===== config.mk =====
export PLATFORM = sky130hd
export DESIGN_NAME = bno_hub
export DESIGN_NICKNAME = d
export VERILOG_FILES = /design/src/bno_pkg.sv /design/src/bno_hub.sv /design/src/bno_init_seq.sv /design/src/shtp_host_port.sv /design/src/shtp_report_reader.sv
export SDC_FILE = /design/constraint.sdc
export NUM_CORES = 1
export LEC_CHECK = 0
export ABC_CLOCK_PERIOD_IN_PS = 3700
export BUFFER_PORTS_ARGS = -buffer_cell sky130_fd_sc_hd__buf_2
export CORE_MARGIN = 3
export CORE_UTILIZATION = 45
export DETAILED_ROUTE_END_ITERATION = 8
export PLACE_DENSITY = 0.76
export SLEW_MARGIN = 20
export SYNTH_ARGS = -nofsm -noshare
export SYNTH_HDL_FRONTEND = slang
export SYNTH_SLANG_ARGS = --single-unit

===== constraint.sdc =====
create_clock -name clk -period 3.7 [get_ports clk]
set_input_delay 0.37 -clock clk [delete_from_list [all_inputs] [get_ports clk]]
set_output_delay 0.37 -clock clk [all_outputs]
set_load 0.02 [all_outputs]

===== src/bno_pkg.sv =====
package bno_pkg;

    typedef logic [7:0]         byte_t;     // One SPI byte
    typedef logic [15:0]        len_t;      // SHTP length or payload count
    typedef logic signed [15:0] sample_t;   // Fixed-point sensor component

    // ==================================================
    // SHTP channels, report IDs, packet limits
    // ==================================================
    localparam byte_t CH_REPORTS          = 8'h03;   // Non-wake input reports
    localparam byte_t CH_GYRO_RV          = 8'h05;   // Gyro-integrated RV channel
    localparam byte_t RID_ROTATION_VECTOR = 8'h05;
    localparam byte_t RID_GYROSCOPE       = 8'h02;   // Calibrated gyro
    localparam len_t  HDR_BYTES           = 16'd4;   // Length LSB, MSB, channel, seq
    localparam len_t  MAX_PKT_LEN         = 16'd32766;

    // Delays in clk cycles
    localparam int DELAY_W            = 19;       // Holds the longest wait
    localparam int RESET_WAIT_CYCLES  = 300_000;  // Hub boot time
    localparam int WAKE_HOLD_CYCLES   = 450;      // PS0 low pulse
    localparam int INT_TIMEOUT_CYCLES = 150_000;  // Max wait for INT after wake
    localparam int CMD_GAP_CYCLES     = 30_000;   // Quiet time between commands
    localparam int NUM_CMDS           = 3;

    typedef enum logic [1:0] {
        CMD_PROD_ID,
        CMD_EN_ROTV,
        CMD_EN_GYRO
    } cmd_t;

    typedef enum logic [3:0] {
        INIT_WAIT_RESET,   // Power-up delay
        INIT_ARM,          // Decide on wake or direct send
        INIT_WAKE,         // PS0 held low
        INIT_WAIT_INT,     // Wait for hub ready
        INIT_START,        // Take CS, first byte
        INIT_SEND,
        INIT_GAP,
        INIT_DONE,
        INIT_ERROR
    } init_state_t;

    typedef enum logic [1:0] {
        RD_WAIT,
        RD_HDR,
        RD_PAYLOAD
    } rd_state_t;

    // Total bytes of a command, header included
    function automatic byte_t cmd_len(cmd_t cmd);
        return (cmd == CMD_PROD_ID) ? 8'd5 : 8'd17;
    endfunction

    // Command ROM
    function automatic byte_t cmd_byte(cmd_t cmd, byte_t idx);
        byte_t b;
        b = 8'h00;
        if (cmd == CMD_PROD_ID) begin
            case (idx)
                8'd0:    b = 8'h05;  // Length 5
                8'd2:    b = 8'h02;  // Control channel
                8'd4:    b = 8'hF9;  // Product ID request
                default: b = 8'h00;
            endcase
        end else begin
            case (idx)
                8'd0:    b = 8'd17;
                8'd2:    b = 8'h02;
                8'd3:    b = {6'd0, cmd};  // Seq 1 or 2
                8'd4:    b = 8'hFD;        // Set feature
                8'd5:    b = (cmd == CMD_EN_ROTV) ? RID_ROTATION_VECTOR : RID_GYROSCOPE;
                8'd9:    b = 8'h20;        // 20000 us interval, 50 Hz
                8'd10:   b = 8'h4E;
                default: b = 8'h00;        // Flags, sensitivity, interval MSBs, config
            endcase
        end
        return b;
    endfunction

endpackage


===== src/bno_hub.sv =====
`timescale 1ns/1ps

module bno_hub (
    input  logic             clk,
    input  logic             rst_n,
    input  logic             int_n,
    input  logic             spi_busy,
    input  logic             spi_rx_valid,
    input  bno_pkg::byte_t   spi_rx_data,
    output logic             spi_start,
    output bno_pkg::byte_t   spi_tx_data,
    output logic             cs_n,
    output logic             ps0_wake,
    output logic             initialized,
    output logic             error,
    output logic             quat_valid,
    output bno_pkg::sample_t quat_w,
    output bno_pkg::sample_t quat_x,
    output bno_pkg::sample_t quat_y,
    output bno_pkg::sample_t quat_z,
    output logic             gyro_valid,
    output bno_pkg::sample_t gyro_x,
    output bno_pkg::sample_t gyro_y,
    output bno_pkg::sample_t gyro_z
);

    // Byte request paths between the two masters and the port
    logic           int_low;
    logic           byte_done;
    bno_pkg::byte_t rx_byte;
    logic           init_sel;
    logic           init_req;
    bno_pkg::byte_t init_byte;
    logic           rd_sel;
    logic           rd_req;

    bno_init_seq i_bno_init_seq (.*);

    shtp_report_reader i_shtp_report_reader (
        .enable (initialized),  // Reads start once config is sent
        .*
    );

    shtp_host_port i_shtp_host_port (.*);

endmodule


===== src/bno_init_seq.sv =====
`timescale 1ns/1ps

module bno_init_seq (
    input  logic           clk,
    input  logic           rst_n,
    input  logic           int_low,
    input  logic           byte_done,
    output logic           init_sel,
    output logic           init_req,
    output bno_pkg::byte_t init_byte,
    output logic           ps0_wake,     // Active low
    output logic           initialized,
    output logic           error
);

    bno_pkg::init_state_t        state;
    bno_pkg::cmd_t               cmd;         // Command in progress
    bno_pkg::byte_t              byte_idx;    // Byte within command
    logic [bno_pkg::DELAY_W-1:0] delay_cnt;
    logic                        last_byte;
    logic                        last_cmd;

    assign init_byte = bno_pkg::cmd_byte(cmd, byte_idx);  // Sampled by host port on req
    assign last_byte = (byte_idx == bno_pkg::cmd_len(cmd) - 8'd1);
    assign last_cmd  = (int'(cmd) == bno_pkg::NUM_CMDS - 1);

    // ==================================================
    // Sequencer FSM
    // ==================================================
    always_ff @(posedge clk or negedge rst_n) begin
        if (!rst_n) begin
            state       <= bno_pkg::INIT_WAIT_RESET;
            cmd         <= bno_pkg::CMD_PROD_ID;
            byte_idx    <= '0;
            delay_cnt   <= '0;
            init_sel    <= 1'b0;
            init_req    <= 1'b0;
            ps0_wake    <= 1'b1;
            initialized <= 1'b0;
            error       <= 1'b0;
        end else begin
            init_req <= 1'b0;  // Single-cycle request
            case (state)
                bno_pkg::INIT_WAIT_RESET: begin
                    delay_cnt <= delay_cnt + 1'b1;
                    if (delay_cnt == bno_pkg::RESET_WAIT_CYCLES - 1) begin
                        delay_cnt <= '0;
                        state     <= bno_pkg::INIT_ARM;
                    end
                end
                bno_pkg::INIT_ARM: begin
                    if (int_low) begin
                        state <= bno_pkg::INIT_START;  // Hub already awake
                    end else begin
                        ps0_wake <= 1'b0;
                        state    <= bno_pkg::INIT_WAKE;
                    end
                end
                bno_pkg::INIT_WAKE: begin
                    delay_cnt <= delay_cnt + 1'b1;
                    if (delay_cnt == bno_pkg::WAKE_HOLD_CYCLES - 1) begin
                        delay_cnt <= '0;
                        state     <= bno_pkg::INIT_WAIT_INT;
                    end
                end
                bno_pkg::INIT_WAIT_INT: begin
                    delay_cnt <= delay_cnt + 1'b1;
                    if (int_low) begin
                        delay_cnt <= '0;
                        state     <= bno_pkg::INIT_START;
                    end else if (delay_cnt == bno_pkg::INT_TIMEOUT_CYCLES - 1) begin
                        error    <= 1'b1;       // Sticky until reset
                        ps0_wake <= 1'b1;
                        state    <= bno_pkg::INIT_ERROR;
                    end
                end
                bno_pkg::INIT_START: begin
                    init_sel <= 1'b1;
                    ps0_wake <= 1'b1;  // Wake released as CS goes low
                    init_req <= 1'b1;
                    byte_idx <= '0;
                    state    <= bno_pkg::INIT_SEND;
                end
                bno_pkg::INIT_SEND: begin
                    if (byte_done && init_sel) begin
                        if (last_byte) begin
                            init_sel <= 1'b0;
                            state    <= bno_pkg::INIT_GAP;
                        end else begin
                            byte_idx <= byte_idx + 8'd1;
                            init_req <= 1'b1;
                        end
                    end
                end
                bno_pkg::INIT_GAP: begin
                    delay_cnt <= delay_cnt + 1'b1;
                    if (delay_cnt == bno_pkg::CMD_GAP_CYCLES - 1) begin
                        delay_cnt <= '0;
                        if (last_cmd) begin
                            initialized <= 1'b1;
                            state       <= bno_pkg::INIT_DONE;
                        end else begin
                            cmd   <= bno_pkg::cmd_t'(cmd + 2'd1);
                            state <= bno_pkg::INIT_ARM;
                        end
                    end
                end
                bno_pkg::INIT_DONE:  state <= bno_pkg::INIT_DONE;   // Reader owns the bus
                bno_pkg::INIT_ERROR: state <= bno_pkg::INIT_ERROR;
                default:             state <= bno_pkg::INIT_ERROR;
            endcase
        end
    end

    // No traffic once the timeout has fired
    a_no_req_in_error: assert property (@(posedge clk) disable iff (!rst_n)
        error |-> !init_req && !init_sel);

endmodule


===== src/shtp_host_port.sv =====
`timescale 1ns/1ps

module shtp_host_port (
    input  logic           clk,
    input  logic           rst_n,
    input  logic           int_n,
    input  logic           init_sel,
    input  logic           init_req,
    input  bno_pkg::byte_t init_byte,
    input  logic           rd_sel,
    input  logic           rd_req,
    input  logic           spi_busy,
    input  logic           spi_rx_valid,
    input  bno_pkg::byte_t spi_rx_data,
    output logic           spi_start,
    output bno_pkg::byte_t spi_tx_data,
    output logic           cs_n,
    output logic           int_low,
    output logic           byte_done,
    output bno_pkg::byte_t rx_byte
);

    logic int_meta;
    logic int_sync;
    logic pending;  // Request waiting for an idle master
    logic want;

    // ==================================================
    // INT synchronizer
    // ==================================================
    always_ff @(posedge clk or negedge rst_n) begin
        if (!rst_n) begin
            int_meta <= 1'b1;
            int_sync <= 1'b1;
        end else begin
            int_meta <= int_n;
            int_sync <= int_meta;
        end
    end

    assign int_low = ~int_sync;

    // Start pulse one cycle after the request, later if busy
    assign want = pending || init_req || rd_req;

    always_ff @(posedge clk or negedge rst_n) begin
        if (!rst_n) begin
            pending   <= 1'b0;
            spi_start <= 1'b0;
        end else if (want && !spi_busy) begin
            pending   <= 1'b0;
            spi_start <= 1'b1;
        end else begin
            pending   <= want;
            spi_start <= 1'b0;
        end
    end

    // Reader clocks out zeros
    always_ff @(posedge clk) begin
        if (init_req)
            spi_tx_data <= init_byte;
        else if (rd_req)
            spi_tx_data <= 8'h00;
    end

    assign cs_n      = ~(init_sel || rd_sel);
    assign byte_done = spi_rx_valid;  // Same cycle as busy falls
    assign rx_byte   = spi_rx_data;

    // Bus owners never overlap
    a_sel_excl: assert property (@(posedge clk) disable iff (!rst_n)
        !(init_sel && rd_sel));

endmodule


===== src/shtp_report_reader.sv =====
`timescale 1ns/1ps

module shtp_report_reader (
    input  logic             clk,
    input  logic             rst_n,
    input  logic             enable,      // Init done
    input  logic             int_low,
    input  logic             byte_done,
    input  bno_pkg::byte_t   rx_byte,
    output logic             rd_sel,
    output logic             rd_req,
    output logic             quat_valid,
    output bno_pkg::sample_t quat_w,
    output bno_pkg::sample_t quat_x,
    output bno_pkg::sample_t quat_y,
    output bno_pkg::sample_t quat_z,
    output logic             gyro_valid,
    output bno_pkg::sample_t gyro_x,
    output bno_pkg::sample_t gyro_y,
    output bno_pkg::sample_t gyro_z
);

    bno_pkg::rd_state_t state;
    logic [1:0]         hdr_idx;     // Header byte 0..3
    bno_pkg::len_t      pay_cnt;     // Payload byte index
    bno_pkg::len_t      pkt_len;     // Continuation bit cleared
    bno_pkg::byte_t     channel;
    bno_pkg::byte_t     report_id;
    bno_pkg::byte_t     lsb;         // Low half of current word
    bno_pkg::sample_t   word;
    bno_pkg::len_t      pay_last;
    logic               rx_ok;
    logic               len_ok;
    logic               report_ch;
    logic               rx_pay;
    logic               is_rv;
    logic               is_gyro;

    assign rx_ok     = byte_done && rd_sel;
    assign len_ok    = (pkt_len > bno_pkg::HDR_BYTES) && (pkt_len <= bno_pkg::MAX_PKT_LEN);
    assign pay_last  = pkt_len - bno_pkg::HDR_BYTES - 16'd1;
    assign report_ch = (channel == bno_pkg::CH_REPORTS) || (channel == bno_pkg::CH_GYRO_RV);
    assign rx_pay    = rx_ok && (state == bno_pkg::RD_PAYLOAD) && report_ch;
    assign is_rv     = (report_id == bno_pkg::RID_ROTATION_VECTOR);
    assign is_gyro   = (report_id == bno_pkg::RID_GYROSCOPE);
    assign word      = {rx_byte, lsb};  // Little-endian pair

    // ==================================================
    // Transfer control
    // ==================================================
    always_ff @(posedge clk or negedge rst_n) begin
        if (!rst_n) begin
            state      <= bno_pkg::RD_WAIT;
            hdr_idx    <= '0;
            pay_cnt    <= '0;
            rd_sel     <= 1'b0;
            rd_req     <= 1'b0;
            quat_valid <= 1'b0;
            gyro_valid <= 1'b0;
        end else begin
            rd_req     <= 1'b0;
            quat_valid <= rx_pay && is_rv && (pay_cnt == 16'd11);   // W done
            gyro_valid <= rx_pay && is_gyro && (pay_cnt == 16'd9);  // Z done
            case (state)
                bno_pkg::RD_WAIT: begin
                    if (enable && int_low) begin
                        rd_sel  <= 1'b1;
                        rd_req  <= 1'b1;
                        hdr_idx <= '0;
                        state   <= bno_pkg::RD_HDR;
                    end
                end
                bno_pkg::RD_HDR: begin
                    if (rx_ok) begin
                        if (hdr_idx != 2'd3) begin
                            hdr_idx <= hdr_idx + 2'd1;
                            rd_req  <= 1'b1;
                        end else if (len_ok) begin
                            pay_cnt <= '0;
                            rd_req  <= 1'b1;
                            state   <= bno_pkg::RD_PAYLOAD;
                        end else begin
                            rd_sel <= 1'b0;  // Empty or bad length, drop CS
                            state  <= bno_pkg::RD_WAIT;
                        end
                    end
                end
                bno_pkg::RD_PAYLOAD: begin
                    if (rx_ok) begin
                        if (pay_cnt == pay_last) begin
                            rd_sel <= 1'b0;
                            state  <= bno_pkg::RD_WAIT;
                        end else begin
                            pay_cnt <= pay_cnt + 16'd1;
                            rd_req  <= 1'b1;
                        end
                    end
                end
                default: state <= bno_pkg::RD_WAIT;
            endcase
        end
    end

    // ==================================================
    // Header fields and sample words
    // ==================================================
    always_ff @(posedge clk) begin
        if (rx_ok && state == bno_pkg::RD_HDR) begin
            case (hdr_idx)
                2'd0:    pkt_len[7:0]  <= rx_byte;
                2'd1:    pkt_len[15:8] <= {1'b0, rx_byte[6:0]};  // Mask continuation
                2'd2:    channel       <= rx_byte;
                default: ;                                       // Seq not kept
            endcase
        end
        if (rx_pay) begin
            if (pay_cnt == 16'd0)
                report_id <= rx_byte;
            if (!pay_cnt[0])
                lsb <= rx_byte;  // Even index holds the low byte
            case (pay_cnt)
                16'd5: begin
                    if (is_rv)   quat_x <= word;
                    if (is_gyro) gyro_x <= word;
                end
                16'd7: begin
                    if (is_rv)   quat_y <= word;
                    if (is_gyro) gyro_y <= word;
                end
                16'd9: begin
                    if (is_rv)   quat_z <= word;
                    if (is_gyro) gyro_z <= word;
                end
                16'd11:  if (is_rv) quat_w <= word;  // Real part last
                default: ;
            endcase
        end
    end

    // One report type per packet
    a_one_valid: assert property (@(posedge clk) disable iff (!rst_n)
        !(quat_valid && gyro_valid));

endmodule


Word-level counts from Yosys, hierarchy flattened
Index checks and enable logic that the tools add are counted.
Word-level totals
  bits in registers: 225
  logic and storage cells: 221
  input bits: 13
  output and inout bits: 127
Cells by class
  equal/unequal tests: 53
  reductions and logical operators: 53
  bitwise gates (word level): 4
  multiplexer cells: 68
  $lt $le $gt $ge: 2
  add/subtract/negate cells: 8
Operators by type and width (number)
  2-to-1 mux 16 bit: 5
  2-to-1 mux 19 bit: 4
  case mux 19 bit (4 select lines): 1
  case mux 8 bit (7 select lines): 1
  2-to-1 mux 8 bit: 5
  AND reduction 3 bit: 12
  == test 16 x 3 -> 1 bit, second input constant: 2
  == test 16 x 4 -> 1 bit, second input constant: 2
  == test 8 x 2 -> 1 bit, second input constant: 4
  == test 8 x 3 -> 1 bit, second input constant: 4
  case mux 16 bit (2 select lines): 1
  case mux 4 bit (8 select lines): 1
  2-to-1 mux 4 bit: 7
  != test 2 x 1 -> 1 bit, second input constant: 13
  case mux 8 bit (3 select lines): 1
  2-to-1 mux 1 bit: 21
  adder 19 x 1 -> 19 bit, second input constant: 1
  == test 19 x 15 -> 1 bit, second input constant: 1
  == test 19 x 18 -> 1 bit, second input constant: 1
  == test 19 bit, second input constant: 1
  == test 19 x 9 -> 1 bit, second input constant: 1
  2-to-1 mux 2 bit: 9
  adder 16 x 1 -> 16 bit, second input constant: 1
  == test 16 bit: 1
  39 further kinds: 88

Logic depth before layout (Yosys ltp)
Gate-level depths: netlist of the first run.
  word-level depth: 7
  gate-level depth with buffers: 12
  depth with buffers taken out: 10

Modules after synthesis
A second synthesis of the first run with hierarchy kept.
Second synthesis, totals
  cell total of the unflattened synthesis: 768
  area total of the unflattened synthesis: 9858.2 µm²
By module, submodules not included
  shtp_report_reader: area an instance 6885.4 µm², instances 1, cells an instance 453
  bno_init_seq: area an instance 2468.6 µm², instances 1, cells an instance 280
  shtp_host_port: area an instance 504.2 µm², instances 1, cells an instance 35

Least setup slack after synthesis of the first run
OpenSTA, ideal clock, no wires.
  kind: reg-to-reg
  start point: register i_shtp_report_reader.pkt_len[5]
  end point: register i_shtp_report_reader.pay_cnt[9]
  setup slack: 0.967 ns
  cell stages (with the launch flop): 10
  data arrival time: 2.655 ns
  buffers on the path: 1
  clock period less this slack: 2.733 ns
  data required time: 3.622 ns
  library setup time: 0.078 ns
  cell sequence: edfxtp_1 -> buf_6 -> or4_4 -> o41a_1 -> a211oi_2 -> a211oi_2 -> o2111ai_2 -> o21ai_2 -> or4_1 -> a21oi_1
Between the ends
  word-level cells in the longest chain between the ends: 5
Ends and longest elaborated chain
  start: declaration: RTL line shtp_report_reader.sv:26  | bno_pkg::len_t pkt_len;
  start signal: assignment: RTL line shtp_report_reader.sv:110  | 2'd0: pkt_len[7:0] <= rx_byte;
  subtractor 15 x 3 -> 16 bit: RTL line shtp_report_reader.sv:41  | assign pay_last = pkt_len - bno_pkg::HDR_BYTES - 16'd1;
  subtractor 16 x 1 -> 16 bit: RTL line shtp_report_reader.sv:41
  == test 16 bit: RTL line shtp_report_reader.sv:90  | if (pay_cnt == pay_last) begin
  != test 2 bit (no source line)
  AND reduction 6 bit (no source line) (*)
  end signal: assignment: RTL line shtp_report_reader.sv:94  | pay_cnt <= pay_cnt + 16'd1;
  end: declaration: RTL line shtp_report_reader.sv:25  | bno_pkg::len_t pay_cnt;
Mark *: on every way between the ends. The rest lies on a longest branch, timed or not.
A chain may end at the register's enable or synchronous reset.

Worst setup path after layout of the first run
  start point: register i_shtp_report_reader.pkt_len[3]
  end point: register i_shtp_report_reader.pay_cnt[13]
The elaborated chain is that of the path after synthesis.

==> metrics.yaml, run 1 <==
first_global_vias: 6211
arrival_ns: 3.58
firstDrtPassIters: 5
cts_root_buffer: "clkbuf_16"
ys_top_cells_by_area: "edfxtp_1 50%, dfrtp_1 17%, ha_1 2.9%"
routed_wl_mm: 21.2
viasPerCell: 5.47
grt_max_degree: 45
power_frac_clock_pct: 40.6
grt-ovfl-total: 0
intPower_mw: 4.46
clock-sinks: 224
switching_share_pct: 24.9
synth_area_per_cell_sq_um: 12.9
synthCells: 735
fin_util_pct: 55.2
synth_most_common_cell: "edfxtp_1"
finalMaxSlewViolations: 0
cts_tree: "yes"
synthArstFlopShare_pct: 29.5
max_cap_violations: 0
synth-seq-cells: 224
io_buffer_count: 139
synth-main-ff-cell: "edfxtp_1"
share_comb_of_total_power_pct: 11.0
synth_common_cells: "158 x edfxtp_1, 63 x dfrtp_1, 56 x nor2_1"
grt_usage_pct: 18.3
hold_viol_final: 0
clock-skew-final_ns: 0.0171
ctsResizeCount: 0
synth_top_area_share_pct: 50.1
crit_path_start_kind: "register"
clk_path_buf_depth: 3
path_max_fanout: 18
start_util_pct: 46.3
die-area_sq_um: 22800
grt_pass1_wl_mm: 33.1
worstSetupPathType: "register to register"
placed_cells: 1129
die_h_um: 151
drt-met1-wl_mm: 9.05
slew_headroom_pct: 43.3
place_hpwl_mm: 14.6
cp-end-kind: "register"
fin_cells: 1173
ys.warnings.count: 0
highest_layer: "met4"
post_synth_num_cell_types: 67
cts_hold_buf: 2
synth_area_sq_um: 9470
yosysTopAreaCell: "edfxtp_1"
wl_met3_mm: 1.10
synth_edf_count: 158
clk_transition_reported_paths_ns: 0.07
final-setup-viol-count: 0
routabilityCongestion: 0.915
ir_worst_vdd_mv: 0.342
cp_data_required_time_ns: 4.12
n_antenna_cell: 0
powerDensity_nw_per_um2: 526
r2r_setup_slack_ns: 0.55
ys_seq_area_share_pct: 67.6
cts_setup_buffers: 0
dieWidth_um: 151
syn_nets: 770
ant_nets: 0
fill_cells: 1705
finalSetupTns_ns: 0
cts_made_buffers: 23
post-route-min-period_ns: 3.15
fmax_ghz: 0.317
rsz0062_at_grt: "no"
status: "complete, no violations"
htreeDepth: 1
clock_latency_ns: 0.52
antenna_found_initial: 0
num_vias: 6415
drive_above_1_share_pct: 23.4
syn2layout_area_growth_pct: 19.2
fp-row-count: 52
io_pins: 140
power.switching_mw: 1.47
routedWlPerCell_um: 18.1
fin_crit_sh_pct: 85.3
drtIter0Drc: 499
nNetsFinal: 921
pwr-share-seq_pct: 48.4
worst_pin_slew_ns: 0.848
drc_errors: 0
p_leak_nw: 4.35
hp-class: "input pin to register"
core_area_sq_um: 20400
routed-wl-met2_mm: 10.5
[through the flow]
step / hold WS, ns / setup WS, ns / total power, mW / instance area (sq um)
5_1_grt: 0.0307 / 0.232 / 6.20 / 11300
3_3_place_gp: 0.347 / 0.716 / 3.55 / 10500
3_5_place_dp: 0.349 / 0.582 / 3.57 / 10500
4_1_cts: 0.0138 / 0.548 / 5.99 / 11300
2_1_floorplan: 0.0744 / 0.967 / 3.37 / 9470
6_report: 0.0278 / 0.545 / 5.93 / 11300
[power by group through the flow]
stage          clock network (mW)  logic (mW)  registers [mW]
4_1_cts                      2.46       0.660            2.87
3_3_place_gp                    0       0.640            2.91
5_1_grt                      2.56       0.754            2.88
3_5_place_dp                    0       0.654            2.92
6_report                     2.41       0.655            2.87
2_1_floorplan                   0       0.454            2.92
[final cells by class]
| type | instances | area (sq um) | share of cell area (%) |
|---|---|---|---|
| clock inverters | 16 | 201 | 1.79 |
| inverters | 29 | 109 | 0.965 |
| clock buffers | 26 | 587 | 5.20 |
| flip-flops and latches | 224 | 6400 | 56.7 |
| repair buffers | 152 | 798 | 7.08 |
| multi-input cells | 456 | 2850 | 25.3 |
| well taps | 270 | 338 | 2.99 |
[cell families (layout without fill, tap and decap cells)]
logic type                 after synthesis  in the layout  synth area share, %
muxes                                    5              5                0.542
DFF                                    224            224                 67.6
AOI/OAI and AO/OA                      124            124                 8.42
xor gates and xnor gates                34             34                 3.15
and+or+nand+nor                        271            271                 15.0
buffers and inverters                   55            223                 2.39
adders and majority gates               22             22                 2.91
[registers in the layout, indices dropped and copies added (netlist names), 2 cells and up]
| name | flops |
|---|---|
| i_bno_init_seq.byte_idx | 8 |
| i_bno_init_seq.cmd | 2 |
| i_bno_init_seq.delay_cnt | 19 |
| i_bno_init_seq.state | 4 |
| i_shtp_host_port.spi_tx_data | 7 |
| i_shtp_report_reader.channel | 8 |
| i_shtp_report_reader.gyro_x | 16 |
| i_shtp_report_reader.gyro_y | 16 |
| i_shtp_report_reader.gyro_z | 16 |
| i_shtp_report_reader.hdr_idx | 2 |
| i_shtp_report_reader.lsb | 8 |
| i_shtp_report_reader.pay_cnt | 16 |
| i_shtp_report_reader.pkt_len | 15 |
| i_shtp_report_reader.quat_w | 16 |
| i_shtp_report_reader.quat_x | 16 |
| i_shtp_report_reader.quat_y | 16 |
| i_shtp_report_reader.quat_z | 16 |
| i_shtp_report_reader.report_id | 8 |
| i_shtp_report_reader.state | 2 |
[critical path: stages (launching register included)]
cell and delay, ns:
edfxtp_1 0.47, or2_2 0.41, nor4b_1 0.50, mux2i_1 0.14
o21ai_0 0.40, o2111ai_2 0.22, o21ai_2 0.52, o31a_1 0.21
a2bb2oi_1 0.19
[routing by layer]
| metal | vias up | global-route usage (%) |
|---|---|---|
| met3 | 45 | 3.02 |
| met1 | 3147 | 25.5 |
| met2 | 193 | 29.7 |
| li1 | 3030 | - |
| met4 | 0 | 5.80 |
| met5 | - | 0 |
[worst paths after layout]
| path | start | endpoint | depth (start not counted) |
|---|---|---|---|
| max reg2reg | i_shtp_report_reader.pkt_len[3] | i_shtp_report_reader.pay_cnt[13] | 8 |
| min reg2reg | i_shtp_host_port.int_meta | i_shtp_host_port.int_sync | 0 |
| max in group asynchronous | rst_n | i_shtp_report_reader.pay_cnt[12] | 3 |
| max | i_shtp_report_reader.pkt_len[3] | i_shtp_report_reader.pay_cnt[13] | 8 |
| min in group asynchronous | rst_n | i_bno_init_seq.delay_cnt[3] | 2 |
| min | spi_busy | i_shtp_host_port.spi_start | 2 |
[layout by cell type (no fill, tap or decap), types with 13 or more instances in the layout]
cell	instances
a21oi_1	36
and3_1	13
buf_2	139
clkbuf_16	23
dfrtp_1	63
edfxtp_1	158
ha_1	22
inv_1	29
nand2_1	54
nand3_1	34
nor2_1	53
nor3_1	20
nor4_1	16
o21ai_0	34
xnor2_1	16
xor2_1	18
No activity file was read; power rests on OpenSTA's default activity.
==> run 2, diff against run 1 <==
- RECOVER_POWER: unset -> 50
==> metrics.yaml, run 2 (same netlist as run 1, synthesis figures left out) <==
max_cap_violations: 0  # unchanged
clock-skew-final_ns: 0.0174  # +0.000302 ns
grt-ovfl-total: 0  # unchanged
share_comb_of_total_power_pct: 10.9  # about the same
finalSetupTns_ns: 0  # unchanged
r2r_setup_slack_ns: 0.56  # +0.02 ns
cp_data_required_time_ns: 4.12  # about the same
first_global_vias: 6211  # unchanged
routedWlPerCell_um: 18.2  # +0.53%
power_frac_clock_pct: 40.6  # about the same
worstReg2RegStart: "i_shtp_report_reader.pkt_len[3]"
fin_crit_sh_pct: 84.8  # -0.42 points
power.switching_mw: 1.47  # about the same
cts_setup_buffers: 0  # unchanged
worstSetupPathType: "register to register"
drc_errors: 0  # unchanged
antenna_found_initial: 0  # unchanged
die-area_sq_um: 22800  # unchanged
slew_headroom_pct: 17.1  # -26 points
cts_made_buffers: 23  # unchanged
hold_viol_final: 0  # unchanged
pwr-share-seq_pct: 48.5  # about the same
clk_path_buf_depth: 3  # unchanged
ir_worst_vdd_mv: 0.342  # about the same
intPower_mw: 4.45  # -0.23%
drtIter0Drc: 478  # -4.2%
io_buffer_count: 139  # unchanged
hp-class: "input pin to register"
grt_max_degree: 45  # unchanged
rsz0062_at_grt: "no"
clk_transition_reported_paths_ns: 0.07  # about the same
io_pins: 140  # unchanged
finalMaxSlewViolations: 0  # unchanged
routabilityCongestion: 0.915  # unchanged
path_max_fanout: 18  # unchanged
clock_latency_ns: 0.52  # about the same
htreeDepth: 1  # unchanged
switching_share_pct: 24.9  # +0.028 points
viasPerCell: 5.48  # +0.12%
fp-row-count: 52  # unchanged
powerDensity_nw_per_um2: 531  # +1.0%
routed_wl_mm: 21.3  # +0.53%
layout_commonest_cell: "edfxtp_1"
rr_worst_depth: 8  # unchanged
die_h_um: 151  # unchanged
dieWidth_um: 151  # unchanged
fmax_ghz: 0.319  # +0.49%
cp-startpoint: "i_shtp_report_reader.pkt_len[3]"
place_hpwl_mm: 14.6  # unchanged
worstReg2RegEnd: "i_shtp_report_reader.pay_cnt[13]"
fin_util_pct: 54.6  # -0.67 points
crit_path_start_kind: "register"
holdPathEnd: "i_shtp_host_port.spi_start"
core_area_sq_um: 20400  # unchanged
arrival_ns: 3.56  # -0.02 ns
hold_ws_ns: 0.0295  # +0.00162 ns
start_util_pct: 46.3  # unchanged
regMostFlops: "i_bno_init_seq.delay_cnt"
hp-start: "spi_busy"
worst_pin_slew_ns: 1.24  # +0.396 ns
p_total_mw: 5.92  # -0.20%
grt_usage_pct: 18.3  # unchanged
firstDrtPassIters: 4  # -1
clock-sinks: 224  # unchanged
post-route-min-period_ns: 3.14  # -0.0155 ns
ctsResizeCount: 0  # unchanged
cp-end-kind: "register"
syn2layout_area_growth_pct: 17.7
num_vias: 6423  # +0.12%
nNetsFinal: 921  # unchanged
whs_path_depth: 2  # unchanged
status: "complete, no violations"
n_antenna_cell: 0  # unchanged
p_leak_nw: 4.04  # -7.2%
cts_tree: "yes"
grt_pass1_wl_mm: 33.1  # unchanged
final-setup-viol-count: 0  # unchanged
largest_register_ffs: 19  # unchanged
layout_common_cells: "158 x edfxtp_1, 113 x clkbuf_1, 63 x dfrtp_1"
drive_above_1_share_pct: 11.1  # -12 points
cts_root_buffer: "clkbuf_16"
ant_nets: 0  # unchanged
==> run 2: worst max path at each step <==
stage,to,slack (ns),cells after the start
after global routing,i_shtp_report_reader.pay_cnt[13],0.23,8
final,i_shtp_report_reader.pay_cnt[13],0.56,8
after CTS,i_shtp_report_reader.pay_cnt[13],0.55,8
after detailed placement,i_shtp_report_reader.pay_cnt[13],0.58,8
after floorplan,i_shtp_report_reader.pay_cnt[9],0.97,9
after global placement,i_shtp_report_reader.pay_cnt[9],0.72,8
==> run 2: stage by stage <==
step                      std cells  setup WS [ns]  cell area (sq um)
after floorplan                 735          0.967               9470
after global placement         1129          0.716              10500
after detailed placement       1129          0.582              10500
after CTS                      1173          0.548              11300
after global routing           1173          0.232              11100
final                          1173          0.561              11100
==> run 2: area by class of cell <==
| class | instances | area (sq um) |
|---|---|---|
| clock buffer | 26 | 587 |
| clock inverter | 16 | 201 |
| fill | 1768 | 9290 |
| inverter | 29 | 109 |
| multi-input combinational | 456 | 2850 |
| sequential | 224 | 6400 |
| tap | 270 | 338 |
| timing repair buffer | 152 | 661 |
==> run 2: repair_timing <==
action                                 CTS  global route
hold buffers                             2             0
endpoints found under the hold margin   20             0
setup endpoints to repair                0             0
==> run 2: per-layer routing <==
metal | vias up | GRT usage, % | part of all wire [%]
met2 | 177 | 29.7 | 49
met5 | - | 0 | 0
li1 | 3025 | - | -
met3 | 45 | 3.02 | 4.7
met1 | 3176 | 25.5 | 43
met4 | 0 | 5.80 | 2.8
==> run 2: worst max-delay path, cell delays in order (launching register included) <==
cell and delay [ns]:
edfxtp_1 0.46, or2_2 0.41, nor4b_1 0.49, mux2i_1 0.13, o21ai_0 0.40, o2111ai_2 0.22
o21ai_2 0.51, o31a_1 0.21, a2bb2oi_1 0.19
==> run 2: power groups by stage <==
stage | logic [mW] | registers [mW] | clock network (mW)
finish | 0.644 | 2.87 | 2.41
global placement | 0.640 | 2.91 | 0
floorplan | 0.454 | 2.92 | 0
CTS | 0.660 | 2.87 | 2.46
detailed placement | 0.654 | 2.92 | 0
global route | 0.743 | 2.89 | 2.56
==> run 3, diff against run 2 <==
- ABC_CLOCK_PERIOD_IN_PS: 3700 -> 3300
- clock period: 3.7 -> 3.3 ns (I/O delays scaled with it)
==> metrics.yaml, run 3 (same netlist as run 1, synthesis figures left out) <==
power_frac_clock_pct: 38.2  # -2.4 points
routedWlPerCell_um: 17.6  # -2.9%
grt-ovfl-total: 0  # unchanged
cp_data_required_time_ns: 3.74  # -0.38 ns
intPower_mw: 4.81  # +8.1%
switching_share_pct: 24.6  # -0.32 points
die-area_sq_um: 22800  # unchanged
rsz0062_at_grt: "no"
start_util_pct: 46.3  # unchanged
final-setup-viol-count: 0  # unchanged
path_max_fanout: 18  # unchanged
slew_headroom_pct: 17.9  # +0.77 points
n_antenna_cell: 0  # unchanged
hp-class: "input pin to register"
first_global_vias: 6254  # +0.69%
grt_usage_pct: 17.9  # -0.39 points
cts_made_buffers: 23  # unchanged
worst_pin_slew_ns: 1.23  # -0.0116 ns
viasPerCell: 5.43  # -0.90%
share_comb_of_total_power_pct: 11.3  # +0.4 points
power.switching_mw: 1.57  # +6.3%
finalMaxSlewViolations: 0  # unchanged
die_h_um: 151  # unchanged
drc_errors: 0  # unchanged
cts_root_buffer: "clkbuf_16"
cp-end-kind: "register"
ir_worst_vdd_mv: 0.369  # +7.8%
core_area_sq_um: 20400  # unchanged
worstSetupPathType: "register to register"
clk_path_buf_depth: 3  # unchanged
firstDrtPassIters: 5  # +1
io_buffer_count: 139  # unchanged
drive_above_1_share_pct: 10.4  # -0.69 points
p_leak_nw: 4.00  # -0.83%
clock-sinks: 224  # unchanged
crit_path_start_kind: "register"
place_hpwl_mm: 14.3  # -1.8%
layout_commonest_cell: "edfxtp_1"
status: "complete, no violations"
hold_viol_final: 0  # unchanged
powerDensity_nw_per_um2: 575  # +8.1%
syn2layout_area_growth_pct: 17.2
fp-row-count: 52  # unchanged
hold_ws_ns: 0.168  # +0.139 ns
clock-skew-final_ns: 0.00870  # -0.00868 ns
routabilityCongestion: 0.914  # about the same
clock_latency_ns: 0.51  # about the same
cts_tree: "yes"
ant_nets: 0  # unchanged
fmax_ghz: 0.329  # +3.3%
io_pins: 140  # unchanged
arrival_ns: 3.48  # -0.08 ns
largest_register_ffs: 19  # unchanged
layout_common_cells: "158 x edfxtp_1, 122 x clkbuf_1, 63 x dfrtp_1"
dieWidth_um: 151  # unchanged
grt_pass1_wl_mm: 32.6  # -1.4%
finalSetupTns_ns: 0  # unchanged
max_cap_violations: 0  # unchanged
cts_setup_buffers: 0  # unchanged
num_vias: 6376  # -0.73%
antenna_found_initial: 0  # unchanged
nNetsFinal: 923  # +0.22%
htreeDepth: 1  # unchanged
fin_crit_sh_pct: 92.1  # +7.3 points
routed_wl_mm: 20.7  # -2.7%
clk_transition_reported_paths_ns: 0.06  # about the same
drtIter0Drc: 377  # -21%
fin_cells: 1175  # +0.17%
placed_cells: 1130  # +0.089%
regMostFlops: "i_bno_init_seq.delay_cnt"
post-route-min-period_ns: 3.04  # -0.100 ns
fin_util_pct: 54.3  # -0.26 points
grt_max_degree: 46  # +2.2%
pwr-share-seq_pct: 50.5  # +2.0 points
==> run 3: critical path, cell delays in order (launching register included) <==
cell and delay, ns:
edfxtp_1 0.49, or4_4 0.57, o41a_1 0.44, a211oi_2 0.23, a211oi_2 0.10, o2111ai_2 0.29
o21ai_4 0.16, or4_1 0.53, a21oi_1 0.15
==> run 3: worst paths after layout <==
| kind | start | endpoint | slack [ns] | cells after the start |
|---|---|---|---|---|
| hold / removal | spi_rx_valid | i_bno_init_seq.init_sel | 0.17 | 3 |
| min in group asynchronous | rst_n | i_bno_init_seq.delay_cnt[7] | 0.60 | 2 |
| hold reg to reg | i_shtp_host_port.int_meta | i_shtp_host_port.int_sync | 0.36 | 0 |
| setup reg to reg | i_shtp_report_reader.pkt_len[5] | i_shtp_report_reader.pay_cnt[9] | 0.26 | 8 |
| max in group asynchronous | rst_n | i_shtp_report_reader.pay_cnt[12] | 1.46 | 3 |
| setup / recovery | i_shtp_report_reader.pkt_len[5] | i_shtp_report_reader.pay_cnt[9] | 0.26 | 8 |
==> run 3: metal layers <==
layer	GRT usage [%]	wire length (um)	share of wire, %
met1	24.4	8890	43
met2	29.8	10400	50
met3	3.20	1040	5.0
met4	5.08	425	2.1
met5	0	0	0
==> run 3: power by group through the flow <==
stage	clock network, mW	logic, mW	registers (mW)
3_3_place_gp	0	0.717	3.27
6_report	2.44	0.718	3.22
3_5_place_dp	0	0.729	3.27
5_1_grt	2.62	0.820	3.23
2_1_floorplan	0	0.509	3.27
4_1_cts	2.50	0.737	3.22
==> run 3: repair_timing <==
item,CTS,global route
resized for setup,0,1
hold buffers,3,0
setup endpoints to repair,0,9
hold endpoints to repair,20,0
==> run 3: cell type report <==
cell class | count | area (sq um)
repair buffers | 154 | 676
flip-flops and latches | 224 | 6400
clock inverters | 7 | 72.6
inverters | 29 | 109
well taps | 270 | 338
multi-input cells | 456 | 2860
clock buffers | 35 | 641
fillers | 1767 | 9340
==> run 3: through the flow <==
| stage | setup slack [ns] | power, mW | instance area, sq um |
|---|---|---|---|
| global placement | 0.333 | 3.98 | 10500 |
| global route | 0.0282 | 6.67 | 11100 |
| floorplan | 0.567 | 3.78 | 9470 |
| detailed placement | 0.249 | 4.00 | 10500 |
| CTS | 0.234 | 6.45 | 11200 |
| finish | 0.261 | 6.37 | 11100 |
